### src/source/frame_link_pkg.sv
package frame_link_pkg;

    localparam int NUM_SOURCES  = 6;
    localparam int SAMPLE_W     = 32;
    localparam int FIELD_W      = 16;
    localparam int RECORD_W     = 48;
    localparam int RECORD_BYTES = 6;
    localparam int FIFO_ADDR_W  = 4;   // 16 records deep
    localparam int CLK_PER_BIT  = 8;   // Simulation baud

    localparam logic [FIELD_W-1:0] LINE_CODE  = 16'h000D;
    localparam logic [FIELD_W-1:0] FRAME_CODE = 16'h000E;

    // Serializer FSM encoding
    localparam logic [1:0] SER_IDLE  = 2'd0;
    localparam logic [1:0] SER_FETCH = 2'd1;
    localparam logic [1:0] SER_LOAD  = 2'd2;
    localparam logic [1:0] SER_SEND  = 2'd3;

    // One 48-bit record, read either as a TDC sample or as a marker
    typedef union packed {
        struct packed {
            logic [SAMPLE_W-1:0] sample;
            logic [FIELD_W-1:0]  source_id;   // 1-based
        } smp;
        struct packed {
            logic [FIELD_W-1:0] code_hi;
            logic [FIELD_W-1:0] code_lo;
            logic [FIELD_W-1:0] source_id;
        } mrk;
    } frame_record_t;

endpackage

### src/source/byte_uart_tx.sv
`timescale 1ns/100ps

module byte_uart_tx (
    input  logic clk,
    input  logic rst,
    input  logic byte_start,
    input  logic [7:0] byte_data,
    output logic tx,
    output logic uart_busy
);
    import frame_link_pkg::*;

    logic [$clog2(CLK_PER_BIT)-1:0] clk_cnt;
    logic [3:0]                     bit_idx;
    logic [8:0]                     shift_reg;   // Data bits then stop bit

    always_ff @(posedge clk) begin
        if (rst) begin
            tx        <= 1'b1;   // Line idles high
            uart_busy <= 1'b0;
            clk_cnt   <= '0;
            bit_idx   <= '0;
        end else if (!uart_busy) begin
            if (byte_start) begin
                tx        <= 1'b0;   // Start bit
                uart_busy <= 1'b1;
                clk_cnt   <= '0;
                bit_idx   <= '0;
            end
        end else if (clk_cnt == ($clog2(CLK_PER_BIT))'(CLK_PER_BIT - 1)) begin
            clk_cnt <= '0;
            if (bit_idx == 4'd9) begin
                uart_busy <= 1'b0;   // Stop bit done
                tx        <= 1'b1;
            end else begin
                tx      <= shift_reg[0];
                bit_idx <= bit_idx + 1'b1;
            end
        end else begin
            clk_cnt <= clk_cnt + 1'b1;
        end
    end

    always_ff @(posedge clk) begin
        if (!uart_busy && byte_start) begin
            shift_reg <= {1'b1, byte_data};
        end else if (uart_busy && clk_cnt == ($clog2(CLK_PER_BIT))'(CLK_PER_BIT - 1)) begin
            shift_reg <= shift_reg >> 1;
        end
    end

endmodule

### src/source/record_fifo.sv
`timescale 1ns/100ps

module record_fifo (
    input  logic clk,
    input  logic rst,
    input  logic wr_en,
    input  logic [frame_link_pkg::RECORD_W-1:0] wr_record,
    input  logic rd_en,
    output logic [frame_link_pkg::RECORD_W-1:0] rd_record,
    output logic empty,
    output logic full
);
    import frame_link_pkg::*;

    logic [RECORD_W-1:0]    mem [2**FIFO_ADDR_W];
    logic [FIFO_ADDR_W-1:0] wr_ptr;
    logic [FIFO_ADDR_W-1:0] rd_ptr;
    logic [FIFO_ADDR_W:0]   count;   // One extra bit for full
    logic                   do_wr;
    logic                   do_rd;

    assign empty = (count == '0);
    assign full  = count[FIFO_ADDR_W];
    assign do_wr = wr_en && !full;    // Dropped when full
    assign do_rd = rd_en && !empty;

    always_ff @(posedge clk) begin
        if (rst) begin
            wr_ptr <= '0;
            rd_ptr <= '0;
            count  <= '0;
        end else begin
            if (do_wr) wr_ptr <= wr_ptr + 1'b1;
            if (do_rd) rd_ptr <= rd_ptr + 1'b1;
            case ({do_wr, do_rd})
                2'b10:   count <= count + 1'b1;
                2'b01:   count <= count - 1'b1;
                default: count <= count;   // Idle or both
            endcase
        end
    end

    always_ff @(posedge clk) begin
        if (do_wr) begin
            mem[wr_ptr] <= wr_record;
        end
    end

    // Registered read, held until the next read
    always_ff @(posedge clk) begin
        if (do_rd) begin
            rd_record <= mem[rd_ptr];
        end
    end

endmodule

### src/source/record_serializer.sv
`timescale 1ns/100ps

module record_serializer (
    input  logic clk,
    input  logic rst,
    input  logic empty,
    input  logic [frame_link_pkg::RECORD_W-1:0] rd_record,
    input  logic uart_busy,
    output logic rd_en,
    output logic byte_start,
    output logic [7:0] byte_data,
    output logic tx_busy
);
    import frame_link_pkg::*;

    logic [1:0]                           state;
    logic [RECORD_W-1:0]                  shift_reg;
    logic [$clog2(RECORD_BYTES+1)-1:0]    byte_cnt;

    assign tx_busy = (state != SER_IDLE) || uart_busy;

    always_ff @(posedge clk) begin
        if (rst) begin
            state      <= SER_IDLE;
            rd_en      <= 1'b0;
            byte_start <= 1'b0;
            byte_cnt   <= '0;
        end else begin
            rd_en      <= 1'b0;
            byte_start <= 1'b0;
            case (state)
                SER_IDLE: begin
                    if (!empty) begin
                        rd_en <= 1'b1;
                        state <= SER_FETCH;
                    end
                end
                SER_FETCH: state <= SER_LOAD;   // FIFO output registers now
                SER_LOAD: begin
                    byte_cnt <= '0;
                    state    <= SER_SEND;
                end
                default: begin
                    // byte_start check covers the cycle before busy rises
                    if (!uart_busy && !byte_start) begin
                        if (byte_cnt == ($clog2(RECORD_BYTES+1))'(RECORD_BYTES)) begin
                            if (!empty) begin
                                rd_en <= 1'b1;   // Next record straight away
                                state <= SER_FETCH;
                            end else begin
                                state <= SER_IDLE;
                            end
                        end else begin
                            byte_start <= 1'b1;
                            byte_cnt   <= byte_cnt + 1'b1;
                        end
                    end
                end
            endcase
        end
    end

    // LSB first
    always_ff @(posedge clk) begin
        if (state == SER_LOAD) begin
            shift_reg <= rd_record;
        end else if (state == SER_SEND && !uart_busy && !byte_start) begin
            byte_data <= shift_reg[7:0];
            shift_reg <= shift_reg >> 8;
        end
    end

endmodule

### src/source/source_arbiter.sv
`timescale 1ns/100ps

module source_arbiter (
    input  logic clk,
    input  logic rst,
    input  logic [frame_link_pkg::NUM_SOURCES-1:0] sample_wr,
    input  logic [frame_link_pkg::NUM_SOURCES-1:0] line_req,
    input  logic [frame_link_pkg::NUM_SOURCES-1:0] frame_req,
    input  logic [frame_link_pkg::NUM_SOURCES-1:0][frame_link_pkg::SAMPLE_W-1:0] sample_din,
    output logic [frame_link_pkg::NUM_SOURCES-1:0] sample_done,
    output logic [frame_link_pkg::NUM_SOURCES-1:0] line_done,
    output logic [frame_link_pkg::NUM_SOURCES-1:0] frame_done,
    output logic wr_en,
    output frame_link_pkg::frame_record_t wr_record
);
    import frame_link_pkg::*;

    logic          grant;
    frame_record_t grant_record;

    function automatic frame_record_t marker_record(input logic [FIELD_W-1:0] code,
                                                    input int src);
        frame_record_t rec;
        rec.mrk.code_hi   = code;
        rec.mrk.code_lo   = code;
        rec.mrk.source_id = FIELD_W'(src + 1);
        return rec;
    endfunction

    // Source 1 first; within a source sample, line, frame
    always_comb begin
        sample_done  = '0;
        line_done    = '0;
        frame_done   = '0;
        grant        = 1'b0;
        grant_record = '0;
        for (int i = 0; i < NUM_SOURCES; i++) begin
            if (!grant) begin
                if (sample_wr[i]) begin
                    grant                     = 1'b1;
                    sample_done[i]            = 1'b1;
                    grant_record.smp.sample    = sample_din[i];
                    grant_record.smp.source_id = FIELD_W'(i + 1);
                end else if (line_req[i]) begin
                    grant        = 1'b1;
                    line_done[i] = 1'b1;
                    grant_record = marker_record(LINE_CODE, i);
                end else if (frame_req[i]) begin
                    grant         = 1'b1;
                    frame_done[i] = 1'b1;
                    grant_record  = marker_record(FRAME_CODE, i);
                end
            end
        end
    end

    always_ff @(posedge clk) begin
        if (rst) begin
            wr_en <= 1'b0;
        end else begin
            wr_en <= grant;
        end
    end

    always_ff @(posedge clk) begin
        wr_record <= grant_record;   // Qualified by wr_en
    end

endmodule

### src/source/tdc_frame_link.sv
`timescale 1ns/100ps

module tdc_frame_link (
    input  logic clk,
    input  logic rst,
    input  logic [frame_link_pkg::NUM_SOURCES-1:0] sample_wr,
    input  logic [frame_link_pkg::NUM_SOURCES-1:0] line_req,
    input  logic [frame_link_pkg::NUM_SOURCES-1:0] frame_req,
    input  logic [frame_link_pkg::NUM_SOURCES-1:0][frame_link_pkg::SAMPLE_W-1:0] sample_din,
    output logic [frame_link_pkg::NUM_SOURCES-1:0] sample_done,
    output logic [frame_link_pkg::NUM_SOURCES-1:0] line_done,
    output logic [frame_link_pkg::NUM_SOURCES-1:0] frame_done,
    output logic tx,
    output logic tx_busy
);
    import frame_link_pkg::*;

    logic                wr_en;
    logic [RECORD_W-1:0] wr_record;
    logic                rd_en;
    logic [RECORD_W-1:0] rd_record;
    logic                empty;
    logic                byte_start;
    logic [7:0]          byte_data;
    logic                uart_busy;

    source_arbiter source_arbiter_i (
        .clk         (clk),
        .rst         (rst),
        .sample_wr   (sample_wr),
        .line_req    (line_req),
        .frame_req   (frame_req),
        .sample_din  (sample_din),
        .sample_done (sample_done),
        .line_done   (line_done),
        .frame_done  (frame_done),
        .wr_en       (wr_en),
        .wr_record   (wr_record)
    );

    // Full only matters inside the FIFO, where writes are dropped
    record_fifo record_fifo_i (
        .clk       (clk),
        .rst       (rst),
        .wr_en     (wr_en),
        .wr_record (wr_record),
        .rd_en     (rd_en),
        .rd_record (rd_record),
        .empty     (empty),
        .full      ()
    );

    record_serializer record_serializer_i (
        .clk        (clk),
        .rst        (rst),
        .empty      (empty),
        .rd_record  (rd_record),
        .uart_busy  (uart_busy),
        .rd_en      (rd_en),
        .byte_start (byte_start),
        .byte_data  (byte_data),
        .tx_busy    (tx_busy)
    );

    byte_uart_tx byte_uart_tx_i (
        .clk        (clk),
        .rst        (rst),
        .byte_start (byte_start),
        .byte_data  (byte_data),
        .tx         (tx),
        .uart_busy  (uart_busy)
    );

endmodule

### config.mk
export PLATFORM = sky130hd
export DESIGN_NAME = tdc_frame_link
export DESIGN_NICKNAME = d
export VERILOG_FILES = /design/src/source/frame_link_pkg.sv /design/src/source/byte_uart_tx.sv /design/src/source/record_fifo.sv /design/src/source/record_serializer.sv /design/src/source/source_arbiter.sv /design/src/source/tdc_frame_link.sv
export SDC_FILE = /design/constraint.sdc
export NUM_CORES = 1
export LEC_CHECK = 0
export ABC_AREA = 1
export BUFFER_PORTS_ARGS = -buffer_cell sky130_fd_sc_hd__buf_2
export CORE_ASPECT_RATIO = 0.75
export CORE_MARGIN = 1
export CORE_UTILIZATION = 50
export CTS_BUF_LIST = sky130_fd_sc_hd__clkbuf_16
export DETAILED_ROUTE_END_ITERATION = 8
export PLACE_DENSITY = 0.78
export RECOVER_POWER = 50
export SYNTH_ARGS = -nofsm -noshare
export SYNTH_HDL_FRONTEND = slang
export SYNTH_SLANG_ARGS = --single-unit
### constraint.sdc
create_clock -name clk -period 13.55 [get_ports clk]
set_clock_uncertainty 0.1 [all_clocks]
set_input_delay 2.0325 -clock clk [delete_from_list [all_inputs] [get_ports clk]]
set_output_delay 2.0325 -clock clk [all_outputs]
set_load 0.1 [all_outputs]
After elaboration in Yosys (flattened, before gate mapping)

Memories as Yosys holds them, arrays and structs flattened. A register that Yosys moved wholly into a read port is not among the register bits.
Cells that the tools add are included.

$add $sub $neg: 7
Equal/unequal tests: 12
Muxes and demuxes: 126
Bitwise logic cells: 3
Reductions and logical operators: 30

Operators by type and width:

| cell                | count |
|---|---|
| $mux 48             | 24 |
| $mux 1              | 83 |
| $mux 36             | 1 |
| $mux 4              | 4 |
| $mux 8              | 2 |
| $mux 3              | 5 |
| $add 4x1->4 const B | 3 |
| $reduce_bool 2->1   | 6 |
| $pmux 5 s2          | 1 |
| $reduce_and 3->1    | 3 |
| $ne 2x2->1 const B  | 4 |
| $reduce_bool 4->1   | 2 |
| $logic_and 1x1->1   | 7 |
| $add 3x1->3 const B | 2 |
| $eq 2x2->1 const B  | 3 |
| $eq 3x3->1 const B  | 2 |
| $mux 2              | 3 |
| $pmux 2 s3          | 1 |
| $pmux 3 s2          | 1 |
| $add 5x1->5 const B | 1 |
| $logic_not 5->1     | 1 |
| $reduce_or 5->1     | 1 |
| $sub 5x1->5 const B | 1 |
| $eq 2x1->1 const B  | 2 |
| 8 further kinds     | 15 |

Register bits: 143
Bits in writable memories: 768
Input bits: 212
Output and inout bits: 20
Logic and storage cells: 196
Memories kept: 1

Memory list:

| name              | words | bits a word | read ports | clocked after memory_dff | write ports | RTL line          | source |
|---|---|---|---|---|---|---|---|
| record_fifo_i.mem | 16    | 48          | 1          | 1                        | 1           | record_fifo.sv:15 | `logic [RECORD_W-1:0] mem [2**FIFO_ADDR_W];` |

Depth between registers and ports, before layout

Gate-level depths: netlist of the first run.

Word-level depth: 23
Gate-level depth with buffers: 14
Depth with buffers taken out: 14

Cells and area by module

Synthesis of the first run repeated with hierarchy kept, for this count alone.

Cell total of the unflattened synthesis: 4086
Area total of the unflattened synthesis: 41418.5 um2

Modules (own cells, without submodules):

| module            | times used | cells an instance | area an instance (um2) | sequential area each (um2) |
|---|---|---|---|---|
| record_fifo       | 1          | 3272              | 35153.7                | 24763.8 |
| record_serializer | 1          | 273               | 2738.9                 | 1821.7 |
| source_arbiter    | 1          | 434               | 2626.3                 | 720.7 |
| byte_uart_tx      | 1          | 107               | 899.6                  | 440.4 |

Least setup slack after synthesis of the first run

No wires, ideal clock.

Path type: input port to output port
From: input sample_wr[0] (netlist name)
To: output line_done[2] (netlist name)
Arrival: 5254 ps
Required time: 11418 ps
Slack: 6164 ps
Stages: 4
Buffers on the path: 1
Cells stage by stage: buf_6 nor2_8 nand2_4 nor4_1

Cells in the longest elaborated chain, start to end: 3

Ends and longest elaborated chain:

| item                 | RTL line             | source |
|---|---|---|
| start: declaration   | tdc_frame_link.sv:6  | `input logic [frame_link_pkg::NUM_SOURCES-1:0] sample_wr,` |
| $mux 1               | source_arbiter.sv:39 | `if (sample_wr[i]) begin` |
| $mux 1 (2 in series) | source_arbiter.sv:38 | `if (!grant) begin` |
| end: declaration     | tdc_frame_link.sv:11 | `output logic [frame_link_pkg::NUM_SOURCES-1:0] line_done,` |

Every way passes these cells.

Worst setup path in the final report of the first run

From: input sample_wr[0] (netlist name)
To: output sample_done[3] (netlist name)

Cells in the longest elaborated chain, start to end: 4

Ends and longest elaborated chain:

| item                 | RTL line             | source |
|---|---|---|
| $mux 1               | source_arbiter.sv:39 |  |
| $mux 1 (3 in series) | source_arbiter.sv:38 |  |
| end: declaration     | tdc_frame_link.sv:10 | `output logic [frame_link_pkg::NUM_SOURCES-1:0] sample_done,` |

Every way passes these cells.

==> metrics.cfg, run 1 <==
[clocking]
clkTransAtPathRegs_ns = 0.06
clock-root-buffer = sky130_fd_sc_hd__clkbuf_16
cts_hold_buffers = 0
post-cts-setup-buffers = 0
numCtsBuffers = 66
clock_sink_count = 725
number_of_buffers_on_the_longest_clock_path = 3
cts-resized-gates = 0
tritoncts = yes
htree_num_levels = 3
clock_latency_ns = 0.59

[routing]
routed-wl-met3_um = 7640
drt-pass1-iter-count = 6
route.met2.wl_um = 37200
ant_nets = 0
detailroute.via_count = 21000
route.detailed.drc = 0
avgRoutedWirePerCell_um = 21.8
initialDrtViolationCount = 2338
drt-vias-per-instance = 5.80
totalWireLength_um = 79000
drt-met1-wl_um = 32100
highest_layer = met5

[critical_path]
largest_incremental_delay_on_the_critical_path_ns = 0.51
critical_path.top_delay_family = buffers and inverters
path_buf_inv = 4
cp.required_ns = 11.42
kind_of_critical_path = input port to primary output
crit_path_max_fanout = 35
critPathCaptureType = primary output
critical_path.slowest_cell = sky130_fd_sc_hd__buf_2
cp-start-kind = input port
cp_cell_sequence = buf_2 > nor2_8 > nand2_4 > nor2_8 > nand2_1 > inv_2 > nand2_2 > inv_2 > buf_2
timing.critical_path.arrival_ns = 4.25

[power]
sequentialPowerShare_pct = 48.6
vdd_drop_max_v = 0.000117
comb_power_share_pct = 21.3
switching_share_pct = 30.9
power_report.internal_total_uw = 4020
power.switching_uw = 1800
cellPowerDensity_nw_per_um2 = 172
pwr-share-clk_pct = 30.1
p_leak_uw = 0.0123

[place]
port-buffer-count = 231
finalWeightedCongestion = 0.955
detailedPlacementHpwl_um = 45100
dp.cells = 3498

[sta]
fin_crit_sh_pct = 47.1
max_clock_freq_mhz = 157
period_minus_slack_ns = 6.38
report.final.slew_viol_count = 132
final-hold-violation-count = 0
setup-violations-final = 0
timing.slew.headroom_pct = -89.6
fin_setup_tns_ns = 0
grt_setup_unrepaired = no
worst_slew_pin_slew_ns = 2.84

[die]
placementRows = 77
ioPinCount = 232
core_um2 = 59000
die_width_um = 284
start_util_pct = 50.7
die-height_um = 214
die_area_um2 = 60800

[synth]
synth.top_cells.by_count = sky130_fd_sc_hd__edfxtp_1, sky130_fd_sc_hd__nor2_1, sky130_fd_sc_hd__nand2_1
synth.largest_area_cell = sky130_fd_sc_hd__edfxtp_1
synth.cell_area_um2 = 29900
dominant_cells_by_area_after_synthesis = sky130_fd_sc_hd__edfxtp_1, sky130_fd_sc_hd__nor2_1, sky130_fd_sc_hd__o21ai_0
post-synth-top-count-cell = sky130_fd_sc_hd__edfxtp_1
syn_inst = 2590
synth_sequential_area_ratio_pct = 70.6
postSynthRegisterBits = 725
synth_flop_cell = sky130_fd_sc_hd__edfxtp_1
postSynthNetCount = 2823
yosys.area.top_type_share_pct = 66.2
synth_edf_count = 659
synth_area_per_cell_um2 = 11.5
ys_async_sr_fraction_pct = 0
ys_types = 40
yosys_warnings = 0

[global_routing]
overall_global_routing_usage_pct = 25.9
grt_pass1_vias = 20300
antenna_found_initial = 5
pin_count_of_the_biggest_net_entering_global_routing = 107
grt_first_pass_wirelength_um = 118000
globalRouteOverflowTotal = 0

[layout]
drive_above_1_share_pct = 14.6
final_nets = 3009
number_of_filler_instances_in_the_final_layout = 4735
post_layout_nonfiller_instances = 3622
largest_reg_flops = 560
area_growth_pct = 13.0

[worst_hold_path]
holdCritPathClass = flip-flop to flip-flop

[outcome]
violations = capacitance limit, slew limit
outcome = complete, but fails checks

[job]
cap_viol_max_count = 5

==> power groups by stage <==
stage,registers [µW],clock network (µW),logic [µW]
after floorplan,2800,0,897
after detailed placement,2870,0,1220
final,2830,1750,1240
after global routing,2850,1850,1380
after CTS,2820,1770,1230
after global placement,2860,0,1160
==> cell type report <==
| type | count | area (µm²) | share of cell area [%] |
|---|---|---|---|
| Inverter | 136 | 519 | 1.54 |
| Tap cell | 790 | 988 | 2.93 |
| Clock buffer | 68 | 1700 | 5.04 |
| Sequential cell | 725 | 21100 | 62.6 |
| Timing Repair Buffer | 265 | 1400 | 4.14 |
| Multi-Input combinational cell | 1582 | 7710 | 22.8 |
| Clock inverter | 52 | 315 | 0.934 |
| Antenna cell | 4 | 10.0 | 0.0296 |
==> stage by stage <==
stage | hold slack, ns | instance area [µm²] | utilization (%) | power [µW] | setup WS, ns
3_3_place_gp | 0.304 | 31800 | 53.9 | 4010 | 7.21
2_1_floorplan | 0.300 | 29900 | - | 3700 | 6.16
4_1_cts | 0.327 | 33800 | 57.3 | 5820 | 7.18
3_5_place_dp | 0.307 | 31800 | 53.9 | 4090 | 7.19
5_1_grt | 0.332 | 33800 | 57.3 | 6080 | 6.98
6_report | 0.328 | 33800 | 57.3 | 5820 | 7.17
==> cell families after synthesis <==
logic type                 Yosys count  share of synthesized area, %
xor gates and xnor gates             8                         0.234
adders and majority gates           21                         0.904
buffers and inverters              283                          3.86
AOI/OAI and AO/OA                  533                          10.2
DFF                                725                          70.6
and+or+nand+nor                   1020                          14.2
==> metal layers <==
metal,GRT usage (%),vias up
met3,4.29,155
li1,-,9486
met5,0,-
met2,42.2,1147
met1,35.9,10200
met4,8.14,4
==> worst paths after layout <==
| kind | end | slack (ns) | from | cells after the start |
|---|---|---|---|---|
| worst max register to register | record_serializer_i.shift_reg[44]$_SDFFCE_PN0P_ | 9.33 | record_serializer_i.state[0]$_SDFFE_PP0P_ | 6 |
| worst max-delay path | sample_done[3] | 7.17 | sample_wr[0] | 9 |
| worst min register to register | record_serializer_i.byte_data[7]$_DFFE_PP_ | 0.33 | record_serializer_i.shift_reg[7]$_SDFFCE_PP0P_ | 0 |
| worst min-delay path | record_serializer_i.byte_data[7]$_DFFE_PP_ | 0.33 | record_serializer_i.shift_reg[7]$_SDFFCE_PP0P_ | 0 |
==> cell usage in the layout (no fill, tap or decap), drive strengths merged <==
master    instances
nor2            526
clkinv           31
or2              12
o31ai             1
a21oi            51
dfxtp            66
edfxtp          659
a31oi             1
nor3              7
o21ai           332
nand4            14
xnor2             2
bufinv            2
o211ai          143
fa                1
o211a             1
o22ai             1
buf             261
a22oi             2
clkbuf           72
nand2           337
clkinvlp          1
a211oi            1
nand3b            7
nand3           115
diode             4
ha               20
nor4              2
xor2              6
inv             154
==> worst reg2reg max path: stages, from the launching register on <==
cell and delay [ns]:
sky130_fd_sc_hd__dfxtp_1 0.35, sky130_fd_sc_hd__inv_1 0.12, sky130_fd_sc_hd__ha_1 0.15, sky130_fd_sc_hd__clkbuf_1 1.99, sky130_fd_sc_hd__inv_1 0.36, sky130_fd_sc_hd__o21ai_4 0.15
sky130_fd_sc_hd__buf_4 0.59
Note: power is estimated with default switching activity, not from simulation.
==> run 2: changes to the inputs <==
- PLACE_DENSITY: 0.78 -> 0.81
- clock period: 13.55 -> 5.37 ns (I/O delays scaled with it)
==> metrics.cfg, run 2 (synthesis results as in run 1) <==
[outcome]
outcome = complete, but fails checks
violations = capacitance limit, slew limit

[sta]
period_minus_slack_ns = 4.38
worst_slew_pin_slew_ns = 2.73  ; -0.117 ns
final-hold-violation-count = 0  ; unchanged
report.final.slew_viol_count = 105  ; -20%
fin_setup_tns_ns = 0  ; unchanged
grt_setup_unrepaired = no
timing.slew.headroom_pct = -81.8  ; +7.8 points
max_clock_freq_mhz = 228
setup-violations-final = 0  ; unchanged
fin_crit_sh_pct = 81.6

[global_routing]
overall_global_routing_usage_pct = 25.5  ; -0.32 points
grt_first_pass_wirelength_um = 117000  ; -1.1%
pin_count_of_the_biggest_net_entering_global_routing = 131  ; +22%
antenna_found_initial = 9  ; +4
globalRouteOverflowTotal = 0  ; unchanged
grt_pass1_vias = 20200  ; -0.45%

[layout]
fin_area_um2 = 33700  ; -0.30%
drive_above_1_share_pct = 14.3  ; -0.26 points
largest_reg_flops = 560  ; unchanged
mostFrequentLayoutCell = sky130_fd_sc_hd__edfxtp_1
mostFrequentLayoutCells = sky130_fd_sc_hd__edfxtp_1, sky130_fd_sc_hd__nor2_1, sky130_fd_sc_hd__nand2_1
final_nets = 3007  ; -0.066%
area_growth_pct = 12.6

[clocking]
cts_hold_buffers = 0  ; unchanged
clock_latency_ns = 0.62  ; +0.03 ns
htree_num_levels = 2  ; -1
clock-root-buffer = sky130_fd_sc_hd__clkbuf_16
cts-resized-gates = 0  ; unchanged
tritoncts = yes
number_of_buffers_on_the_longest_clock_path = 3  ; unchanged
post-cts-setup-buffers = 0  ; unchanged
numCtsBuffers = 61  ; -7.6%
clkTransAtPathRegs_ns = 0.06  ; about the same
clock_sink_count = 725  ; unchanged

[critical_path]
timing.critical_path.from = sample_wr[0]
kind_of_critical_path = input port to primary output
r2r_start = record_fifo_i.count[4]$_SDFFE_PP0P_
cp.required_ns = 4.46  ; -6.96 ns
r2r_cells = 4  ; -2
timing.critical_path.arrival_ns = 3.48  ; -0.77 ns
crit_path_max_fanout = 35  ; unchanged
flop_to_flop_setup_slack_ns = 1.53  ; -7.80 ns
rr_endpoint = record_fifo_i.mem[14][21]$_DFFE_PP_
cp-start-kind = input port
cp-endpoint = sample_done[3]
critPathCaptureType = primary output

[power]
cellPowerDensity_nw_per_um2 = 426  ; +150%
vdd_drop_max_v = 0.000327  ; +180%
p_leak_uw = 0.0123  ; -0.39%

[place]
finalWeightedCongestion = 0.933  ; -2.3%
post_dp_cell_area_um2 = 31900  ; +0.20%
port-buffer-count = 231  ; unchanged
detailedPlacementHpwl_um = 47000  ; +4.2%

[routing]
totalWireLength_um = 78300  ; -0.81%
initialDrtViolationCount = 2719  ; +16%
avgRoutedWirePerCell_um = 21.6  ; -0.81%
drt-vias-per-instance = 5.75  ; -0.81%
ant_nets = 0  ; unchanged
drt-pass1-iter-count = 6  ; unchanged
detailroute.via_count = 20800  ; -0.81%
route.detailed.drc = 0  ; unchanged

[die]
ioPinCount = 232  ; unchanged
die_area_um2 = 60800  ; unchanged
placementRows = 77  ; unchanged
die_width_um = 284  ; unchanged
die-height_um = 214  ; unchanged
core_um2 = 59000  ; unchanged
start_util_pct = 50.7  ; unchanged

[worst_hold_path]
holdCritPathClass = input port to flip-flop

[job]
cap_viol_max_count = 4  ; -1

## run 2: cell types whose count changed in the layout (fill, tap and decap cells not counted), moves of 2 or more
cell / previous run / this run
sky130_fd_sc_hd__buf_12: 0 / 3
sky130_fd_sc_hd__inv_1: 141 / 145
sky130_fd_sc_hd__inv_6: 4 / 0
sky130_fd_sc_hd__buf_2: 230 / 228
sky130_fd_sc_hd__clkbuf_16: 68 / 62
sky130_fd_sc_hd__diode_2: 4 / 8
## run 2: worst min path at each step
| stage | startpoint | to | slack (ns) | cells after the start |
|---|---|---|---|---|
| 2_1_floorplan | record_serializer_i.shift_reg[0]$_DFFE_PP_ | record_serializer_i.byte_data[0]$_DFFE_PP_ | 0.30 | 0 |
| 3_3_place_gp | record_serializer_i.shift_reg[1]$_DFFE_PP_ | record_serializer_i.byte_data[1]$_DFFE_PP_ | 0.30 | 0 |
| 3_5_place_dp | record_serializer_i.shift_reg[3]$_SDFFCE_PP0P_ | record_serializer_i.byte_data[3]$_DFFE_PP_ | 0.31 | 0 |
| 4_1_cts | sample_din[191] | source_arbiter_i.wr_record[47]$_DFF_P_ | 0.30 | 3 |
| 5_1_grt | sample_din[191] | source_arbiter_i.wr_record[47]$_DFF_P_ | 0.30 | 3 |
| 6_report | sample_din[185] | source_arbiter_i.wr_record[41]$_DFF_P_ | 0.31 | 3 |
## run 2: power breakdown
part           internal [µW]  leakage (µW)  switching, µW
sequential              6800       0.00658            371
clock                   2180      0.000980           1940
combinational            931       0.00474           2120
total                   9900        0.0123           4430
## run 2: layer usage
layer / GRT usage, % / routed length [µm] / up-vias
met4: 8.88 / 2030 / 4
met5: 0 / 34 / -
met1: 34.5 / 31600 / 10100
met2: 41.6 / 36900 / 1100
met3: 5.23 / 7810 / 169
li1: - / - / 9479
## run 2: layout make-up
class | count | area, µm²
timing repair buffer | 268 | 1460
multi-input combinational | 1582 | 7710
fill | 4644 | 25300
tap | 790 | 988
antenna | 8 | 20.0
clock inverter | 51 | 283
clock buffer | 62 | 1550
sequential | 725 | 21100
inverter | 136 | 524
## run 2: worst max-delay path, stage by stage
cell	delay [ns]
sky130_fd_sc_hd__clkbuf_1	0.64
sky130_fd_sc_hd__nor2_8	0.36
sky130_fd_sc_hd__nand2_4	0.14
sky130_fd_sc_hd__nor2_8	0.26
sky130_fd_sc_hd__nand2_1	0.14
sky130_fd_sc_hd__inv_2	0.11
sky130_fd_sc_hd__nand2_2	0.11
sky130_fd_sc_hd__inv_2	0.37
sky130_fd_sc_hd__buf_2	0.51
## run 2: per-stage QoR
| step | cells | hold slack, ns | power, µW | worst slack, ns | util (%) |
|---|---|---|---|---|---|
| after global routing | 3621 | 0.298 | 15000 | 0.814 | 57.1 |
| after global placement | 3501 | 0.301 | 10100 | 1.55 | 54.0 |
| after CTS | 3614 | 0.296 | 14300 | 1.49 | 57.1 |
| after detailed placement | 3501 | 0.310 | 10300 | 1.49 | 54.0 |
| after floorplan | 2590 | 0.300 | 9330 | 0.438 | - |
| final | 3622 | 0.307 | 14300 | 0.988 | 57.1 |
